<file path="src/common/conv_mem_pkg.sv">
package conv_mem_pkg;

  //////////////////////////////
  // geometry
  //////////////////////////////

  // one pixel is a 4 bit intensity
  localparam int PIXEL_W    = 4;

  // square image, row-major in memory
  localparam int IMG_COLS   = 16;
  localparam int IMG_ROWS   = 16;
  localparam int ROW_STRIDE = IMG_COLS;
  localparam int IMG_PIXELS = IMG_COLS * IMG_ROWS;
  localparam int ADDR_W     = $clog2(IMG_PIXELS);
  localparam int LAST_ADDR  = IMG_PIXELS - 1;

  // read window, 4 rows of 4 adjacent pixels
  localparam int WIN_ROWS   = 4;
  localparam int WIN_COLS   = 4;
  localparam int WIN_PIXELS = WIN_ROWS * WIN_COLS;

  //////////////////////////////
  // types
  //////////////////////////////

  typedef logic [PIXEL_W-1:0]          pixel_t;
  typedef logic [ADDR_W-1:0]           pix_addr_t;
  // column 0 sits in the top nibble
  typedef logic [WIN_COLS*PIXEL_W-1:0] win_row_t;

  // row0 in the upper bits of the bus
  typedef struct packed {
    win_row_t row0;
    win_row_t row1;
    win_row_t row2;
    win_row_t row3;
  } window_t;

  // index is row * WIN_COLS + col
  typedef pix_addr_t [WIN_PIXELS-1:0] win_addrs_t;
  typedef pixel_t    [WIN_PIXELS-1:0] win_pixels_t;

  // base whose window ends on the last image address
  localparam pix_addr_t LAST_WIN_BASE =
    pix_addr_t'(LAST_ADDR - (WIN_ROWS - 1) * ROW_STRIDE - (WIN_COLS - 1));

  typedef enum logic [1:0] {
    OP_IDLE  = 2'd0,
    OP_WRITE = 2'd1,
    OP_READ  = 2'd2
  } cmd_op_t;

  // registered host command
  typedef struct packed {
    cmd_op_t   op;
    pix_addr_t addr;
    pixel_t    pixel;
  } mem_cmd_t;

endpackage

</file>
<file path="src/source/conv_sample_mem.sv">
module conv_sample_mem (
  input  logic                  clk,
  input  logic                  rst,
  // host command
  input  logic                  ena,
  input  logic                  wr,
  input  logic                  rd,
  input  conv_mem_pkg::pix_addr_t addr,
  input  conv_mem_pkg::pixel_t    pixel,
  // window result
  output conv_mem_pkg::window_t   window,
  output logic                  window_valid,
  output logic                  ack
);

  //////////////////////////////
  // internal nets
  //////////////////////////////

  conv_mem_pkg::mem_cmd_t    cmd;
  conv_mem_pkg::win_addrs_t  addrs;
  conv_mem_pkg::win_pixels_t pixels;
  logic                      capture;

  // host handshake, command register, flags
  window_ctrl i_ctrl (
    .clk          (clk),
    .rst          (rst),
    .ena          (ena),
    .wr           (wr),
    .rd           (rd),
    .addr         (addr),
    .pixel        (pixel),
    .cmd          (cmd),
    .capture      (capture),
    .window_valid (window_valid),
    .ack          (ack)
  );

  // all 16 window addresses from the base
  window_addr_gen i_addr_gen (
    .base  (cmd.addr),
    .addrs (addrs)
  );

  // image store
  pixel_mem i_mem (
    .clk    (clk),
    .cmd    (cmd),
    .addrs  (addrs),
    .pixels (pixels)
  );

  // output window register
  window_gather i_gather (
    .clk     (clk),
    .rst     (rst),
    .capture (capture),
    .pixels  (pixels),
    .window  (window)
  );

endmodule

</file>
<file path="src/source/window_ctrl.sv">
module window_ctrl (
  input  logic                    clk,
  input  logic                    rst,
  input  logic                    ena,
  input  logic                    wr,
  input  logic                    rd,
  input  conv_mem_pkg::pix_addr_t addr,
  input  conv_mem_pkg::pixel_t    pixel,
  output conv_mem_pkg::mem_cmd_t  cmd,
  output logic                    capture,
  output logic                    window_valid,
  output logic                    ack
);

  //////////////////////////////
  // command decode
  //////////////////////////////

  conv_mem_pkg::cmd_op_t  op_dec;
  conv_mem_pkg::mem_cmd_t cmd_next;
  logic                   base_is_last;

  // write beats read when both are set
  always_comb
  begin
    if (ena && wr)
    begin
      op_dec = conv_mem_pkg::OP_WRITE;
    end
    else if (ena && rd)
    begin
      op_dec = conv_mem_pkg::OP_READ;
    end
    else
    begin
      op_dec = conv_mem_pkg::OP_IDLE;
    end
  end

  assign cmd_next = '{op: op_dec, addr: addr, pixel: pixel};

  // one command per cycle, no stall
  always_ff @(posedge clk)
  begin
    if (rst)
    begin
      cmd <= '{op: conv_mem_pkg::OP_IDLE, addr: '0, pixel: '0};
    end
    else
    begin
      cmd <= cmd_next;
    end
  end

  //////////////////////////////
  // output flags
  //////////////////////////////

  // read in flight this cycle
  assign capture      = (cmd.op == conv_mem_pkg::OP_READ);
  // window ends on the last pixel
  assign base_is_last = (cmd.addr == conv_mem_pkg::LAST_WIN_BASE);

  // flags line up with the window register
  always_ff @(posedge clk)
  begin
    if (rst)
    begin
      window_valid <= 1'b0;
      ack          <= 1'b0;
    end
    else
    begin
      window_valid <= capture;
      ack          <= capture && base_is_last;
    end
  end

endmodule

</file>
<file path="src/window/pixel_mem.sv">
module pixel_mem (
  input  logic                      clk,
  input  conv_mem_pkg::mem_cmd_t    cmd,
  input  conv_mem_pkg::win_addrs_t  addrs,
  output conv_mem_pkg::win_pixels_t pixels
);

  //////////////////////////////
  // storage
  //////////////////////////////

  // whole image, one pixel per entry
  conv_mem_pkg::pixel_t mem [conv_mem_pkg::IMG_PIXELS];

  // single write port
  always_ff @(posedge clk)
  begin
    if (cmd.op == conv_mem_pkg::OP_WRITE)
    begin
      mem[cmd.addr] <= cmd.pixel;
    end
  end

  //////////////////////////////
  // read ports
  //////////////////////////////

  // one async read per window pixel
  // a read issued right after a write sees the new pixel
  for (genvar i = 0; i < conv_mem_pkg::WIN_PIXELS; i++)
  begin : g_rd
    assign pixels[i] = mem[addrs[i]];
  end

endmodule

</file>
<file path="src/window/window_addr_gen.sv">
module window_addr_gen (
  input  conv_mem_pkg::pix_addr_t  base,
  output conv_mem_pkg::win_addrs_t addrs
);

  //////////////////////////////
  // window address table
  //////////////////////////////

  // rows one stride apart, columns adjacent
  // sums wrap at ADDR_W, so a window may run off the end of the image
  for (genvar r = 0; r < conv_mem_pkg::WIN_ROWS; r++)
  begin : g_row
    for (genvar c = 0; c < conv_mem_pkg::WIN_COLS; c++)
    begin : g_col
      // fixed offset of this pixel from the base
      localparam int OFFSET = r * conv_mem_pkg::ROW_STRIDE + c;
      localparam int IDX    = r * conv_mem_pkg::WIN_COLS + c;

      assign addrs[IDX] = base + conv_mem_pkg::pix_addr_t'(OFFSET);
    end
  end

endmodule

</file>
<file path="src/window/window_gather.sv">
module window_gather (
  input  logic                      clk,
  input  logic                      rst,
  input  logic                      capture,
  input  conv_mem_pkg::win_pixels_t pixels,
  output conv_mem_pkg::window_t     window
);

  //////////////////////////////
  // row packing
  //////////////////////////////

  conv_mem_pkg::win_row_t rows [conv_mem_pkg::WIN_ROWS];
  conv_mem_pkg::window_t  window_next;

  // col 0 into the top nibble of each row
  always_comb
  begin
    for (int r = 0; r < conv_mem_pkg::WIN_ROWS; r++)
    begin
      for (int c = 0; c < conv_mem_pkg::WIN_COLS; c++)
      begin
        rows[r][(conv_mem_pkg::WIN_COLS-1-c)*conv_mem_pkg::PIXEL_W +: conv_mem_pkg::PIXEL_W] =
          pixels[r*conv_mem_pkg::WIN_COLS + c];
      end
    end
  end

  assign window_next = '{row0: rows[0], row1: rows[1], row2: rows[2], row3: rows[3]};

  //////////////////////////////
  // output register
  //////////////////////////////

  // holds a window for one cycle only, zero otherwise
  always_ff @(posedge clk)
  begin
    if (rst)
    begin
      window <= '0;
    end
    else if (capture)
    begin
      window <= window_next;
    end
    else
    begin
      window <= '0;
    end
  end

endmodule
</file>
<file path="config.mk">
export PLATFORM = sky130hd
export DESIGN_NAME = conv_sample_mem
export DESIGN_NICKNAME = d
export VERILOG_FILES = /design/src/common/conv_mem_pkg.sv /design/src/source/conv_sample_mem.sv /design/src/source/window_ctrl.sv /design/src/window/pixel_mem.sv /design/src/window/window_addr_gen.sv /design/src/window/window_gather.sv
export SDC_FILE = /design/constraint.sdc
export NUM_CORES = 2
export LEC_CHECK = 0
export BUFFER_PORTS_ARGS = -buffer_cell sky130_fd_sc_hd__buf_4
export CAP_MARGIN = 5
export CORE_UTILIZATION = 25
export CTS_CLUSTER_DIAMETER = 60
export DETAILED_ROUTE_END_ITERATION = 6
export PLACE_DENSITY_LB_ADDON = 0.3
export SLEW_MARGIN = 10
export SYNTH_ARGS = -nofsm -noshare
export SYNTH_HDL_FRONTEND = slang
export SYNTH_SLANG_ARGS = --single-unit
</file>
<file path="constraint.sdc">
create_clock -name clk -period 7.16 [get_ports clk]
set_input_delay 0.716 -clock clk [delete_from_list [all_inputs] [get_ports clk]]
set_output_delay 0.716 -clock clk [all_outputs]
set_load 0.02 [all_outputs]
</file>
# After elaboration in Yosys (flattened, before gate mapping)
# Memory sizes are Yosys's and may differ from the RTL's. A register that Yosys moved wholly into a read port is not among the register bits.
# Index checks and enable logic that the tools add are counted.
[op_classes]
bitwise = 1
n_reduce_logical = 5
n_addsub = 15
n_eq_ne = 3
mux = 4
[ops]
columns = ["op", "count"]
rows = [
  ["adder 8 x 6 -> 8 bit (second input constant)", 8],
  ["adder 8 x 5 -> 8 bit (second input constant)", 4],
  ["adder 8 x 2 -> 8 bit (second input constant)", 2],
  ["adder 8 x 1 -> 8 bit (second input constant)", 1],
  ["== test 8 bit (second input constant)", 1],
  ["OR reduction 2 bit", 2],
  ["logical AND 1 bit", 3],
  ["2-to-1 mux 1 bit", 3],
  ["== test 2 x 1 -> 1 bit (second input constant)", 1],
  ["== test 2 bit (second input constant)", 1],
  ["2-to-1 mux 2 bit", 1],
  ["NOT 1 bit", 1],
]
[word_totals]
memories = 1
reg_bits = 16
ram_bits = 1024
elab_cells = 35
output_inout_bits = 66
in_bits = 17
[mem_list]
columns = ["memory", "depth", "width", "rd", "rd_clocked_by_memory_dff", "write_ports", "line_no", "rtl"]
rows = [
  ["i_mem.mem", 256, 4, 16, 16, 1, "pixel_mem.sv:13", "conv_mem_pkg::pixel_t mem [conv_mem_pkg::IMG_PIXELS];"],
]

# Logic depth before layout (Yosys ltp)
[depth]
word_depth = 3
mapped_depth = 20
mapped_depth_nobuf = 10

# By module
# Synthesis repeated with hierarchy kept, for this count alone.
[unflattened]
cells_unflattened = 14518
hier_area_um2 = 173323.7
[modules_own_cells]
columns = ["module", "seq_area_each_um2", "cells_per_inst", "area_per_inst_um2", "n_inst"]
rows = [
  ["pixel_mem", 30749.5, 14141, 169374.9, 1],
  ["window_gather", 1281.2, 141, 1948.1, 1],
  ["window_addr_gen", 0.0, 200, 1531.5, 1],
  ["window_ctrl", 320.3, 36, 469.2, 1],
]

# Worst setup path before layout
# Ideal clock, no wire load.
[synth_path]
kind = "reg2reg"
start = "reg, netlist name i_ctrl.cmd[5]"
end = "reg, netlist name i_gather.window[58]"
setup_time_ns = 0.127
arrival_ns = 4.256
synth_period_minus_slack_ns = 4.383
stages_incl_launch_ff = 17
setup_slack_ns = 2.777
path_buffers = 8
required_ns = 7.033
path_cell_list = "dfxtp_1 buf_2 inv_2 buf_2 buf_1 clkbuf_1 ha_1 buf_4 buf_6 buf_4 buf_2 mux4_2 a221oi_1 mux2i_1 o21ai_0 a21oi_1 or3_1"
[synth_via]
elab_chain_cells = 1
[synth_lines]
columns = ["item", "line_no", "rtl"]
rows = [
  ["adder 8 x 1 -> 8 bit", "window_addr_gen.sv:20", "assign addrs[IDX] = base + conv_mem_pkg::pix_addr_t'(OFFSET);"],
]
# No other way between the ends.
# A chain may end at the register's enable or synchronous reset.

# Worst setup path after layout
[layout_path]
start = "reg, netlist name i_ctrl.cmd[6]"
end = "reg, netlist name i_gather.window[27]"
[layout_via]
elab_chain_cells = 1
[layout_lines]
columns = ["item", "line_no"]
rows = [
  ["adder 8 x 6 -> 8 bit", "window_addr_gen.sv:20"],
]
# No other way between the ends.

==> out/qor.yml <==
run_status:
  status: "finished, violations left"
  failed_checks: "max-capacitance violations, max-slew violations"
placed_design:
  hpwl_mm: 254
  io_buffers: 82
  placed_cell_area_um2: 80700
  routabilityCongestion: 1.02
detailed_routing:
  ant_nets: 0
  routed_via_density: 6.13
  wl_per_cell_um: 37.1
  wl_mm: 357
  drt_pass1_iterations: 6
  drt_iter0_markers: 9395
  via_count: 58900
  drc: 0
synthesis:
  syn-mean-instance-area_um2: 13.5
  synthCells: 5576
  synth_nets: 5607
  yosys_register_bits: 1104
  seq_area_frac_synth_pct: 42.9
  synth_area_um2: 75400
  synth_edf_count: 1024
  yosysWarnings: 0
  synth_cell_types: 85
  synth-async-reset-ratio_pct: 0
  synth_ff_type: "edfxtp_1"
timing:
  grt_setup_unrepaired: "false"
  tightest_slew_ns: 1.50
  finalCriticalPeriod_ns: 5.64
  holdWs_ns: 0.0567
  slew_headroom_pct: -0.249
  final-hold-violation-count: 0
  fin_skew_ns: 0.0987
  setup_viol: 0
  clock.fmax_mhz: 177
  maxSlewViolCount: 1
  tns_ns: 0
  timing.final.crit_share_pct: 78.7
die:
  die_h_um: 551
  dieWidth_um: 551
  core_um2: 300000
  start_util_pct: 25.1
  pin_count: 83
  num_rows: 201
  die_area_um2: 304000
pwr:
  pwr-share-comb_pct: 20.7
  clockPowerShare_pct: 41.7
  power_density_nw_per_um2: 220
  vdd_drop_max_v: 0.000155
  seqPwrFrac_pct: 37.7
  net-switching-power_uw: 5830
  netSwitchingFraction_pct: 30.9
  leakage_uw: 0.0258
  p_int_uw: 13000
global_routing:
  overflow: 0
  antenna_found_initial: 28
  grt_max_degree: 141
  grt_pass1_vias: 55600
  grt_pass1_wl_mm: 484
  grt.total_usage_pct: 22.9
clock_tree:
  cts.clk_slew.worst_paths_ns: 0.06
  ctsHoldBuffers: 0
  cts_sinks: 1104
  clk_path_buf_depth: 4
  cts_made_buffers: 152
  htree_levels: 4
  cts-root-buf: "clkbuf_16"
  cts_setup_buffers: 0
  cts_tree: "done"
  insertion_delay_ns: 0.86
  cts_resized: 0
cells_and_area:
  multiInputGateArea_um2: 40600
  area_growth_pct: 13.9
  regArea_um2: 32400
  drive_gt1_share_pct: 30.4
  nets: 5550
  design_area_um2: 85800
  fill_cells: 30200
setup_path:
  critical_path_class: "reg -> reg"
  crit_path_start_kind: "register"
  crit_required_ns: 7.94
  cp_max_fo: 25
  crit_arrival_ns: 6.42
  worst_setup_path_end_kind: "register"
worst_hold_path:
  hold_class: "in -> reg"
job:
  maxCapViolCount: 1
==> worst max-delay path, stage by stage (launching register included) <==
cell	delay, ns
dfxtp_4	0.70
ha_1	0.76
nand3b_1	0.94
nand2_2	0.70
buf_4	0.56
mux2i_1	0.15
mux4_2	0.49
mux2i_1	0.53
mux2i_1	0.20
mux2_2	0.31
o211ai_1	0.15
==> flip-flops by register name (all words and copies together) (netlist names) <==
name                 count
i_ctrl.window_valid      1
i_ctrl.cmd              14
i_gather.window         64
i_mem.mem             1024
i_ctrl.ack               1
==> layout make-up <==
cell class                 count  share of cell area (%)
antenna                       21                  0.0612
clock buffer                 176                    4.69
clock inverter                90                    1.23
inverter                      11                  0.0641
multi-input combinational   3934                    47.3
sequential                  1104                    37.7
tap                         3958                    5.77
timing repair buffer         316                    3.14
==> through the flow <==
step                      power (µW)  setup slack, ns  util [%]  std cells
after floorplan                 9510             2.78         -       5576
after global placement         11000             1.80      26.9       9322
after detailed placement       11000             1.68      26.9       9322
after CTS                      18800             1.67      28.6       9588
after global routing           19200             1.33      28.6       9603
final                          18900             1.52      28.6       9610
==> worst paths after layout <==
| kind | cells past startpoint | slack, ns | from | end |
|---|---|---|---|---|
| min reg2reg | 0 | 0.67 | i_ctrl.cmd[1]$_SDFF_PP0_ | i_mem.mem[251][1]$_DFFE_PP_ |
| max | 10 | 1.52 | i_ctrl.cmd[6]$_SDFF_PP0_ | i_gather.window[27]$_SDFF_PP0_ |
| max reg2reg | 10 | 1.52 | i_ctrl.cmd[6]$_SDFF_PP0_ | i_gather.window[27]$_SDFF_PP0_ |
| min | 2 | 0.06 | wr | i_ctrl.cmd[13]$_SDFF_PP0_ |
==> cell usage in the layout (no fill, tap or decap), types with 28 or more instances in the layout <==
cell       count
a211oi_1      45
a21oi_1      117
a221oi_1      28
a22oi_1       49
a31oi_1       73
and3_1        45
buf_4        289
clkbuf_16    155
dfxtp_1       68
edfxtp_1    1024
mux2_2       104
mux2i_1      488
mux4_2       947
nand2_1      643
nand3_1      220
nand4_1       47
nor2_1       415
nor2b_1       38
nor3_1        46
o211ai_1      41
o21ai_0      146
o22ai_1       46
xnor2_1       29
==> logic make-up (layout without fill, tap and decap cells) <==
logic type,count (synthesis),count (layout),share of synthesized area (%)
adder cells (fa/ha/maj),14,14,0.232
buffers and inverters,538,593,3.81
flip-flops,1104,1104,42.9
AO/OA/AOI/OAI,745,745,6.72
other,0,21,0
AND/OR/NAND/NOR,1567,1567,9.07
XOR/XNOR,69,69,0.906
multiplexers,1539,1539,36.3
==> power groups by stage <==
stage                     clock network (µW)  registers, µW  logic (µW)
final                                   7870           7110        3900
after global routing                    8140           7110        3960
after CTS                               7950           7110        3790
after detailed placement                   0           7250        3780
after global placement                     0           7240        3780
after floorplan                            0           7270        2240
==> cell usage after synthesis (15+ instances only) <==
library cell	instances	area share [%]
nor2_1	420	2.1
nor3_1	49	0.33
o22ai_1	46	0.38
xnor2_1	52	0.60
nand2b_1	16	0.13
buf_1	47	0.23
o211ai_1	41	0.41
a22oi_1	49	0.49
buf_2	176	1.2
buf_4	94	0.94
nand3_1	235	1.6
edfxtp_1	1024	41
nor2b_1	41	0.34
a31oi_1	75	0.62
mux2_2	104	1.6
a221oi_1	30	0.35
buf_6	31	0.46
a22o_1	17	0.20
o311ai_0	15	0.17
mux4_2	947	28
dfxtp_1	80	2.1
nand2_1	644	3.2
a21oi_1	117	0.78
mux2i_1	488	6.5
clkbuf_1	174	0.87
nand4_1	47	0.39
and3_1	45	0.37
o21ai_0	148	0.98
a211oi_1	45	0.45
==> routing by layer <==
layer / up-vias / part of all wire (%) / track usage [%]
li1: 22700 / - / -
met1: 31000 / 38 / 29.6
met2: 4403 / 43 / 33.9
met3: 797 / 12 / 6.45
met4: 14 / 7.1 / 14.3
met5: - / 0.031 / 0
(Power assumes the default switching activity.)
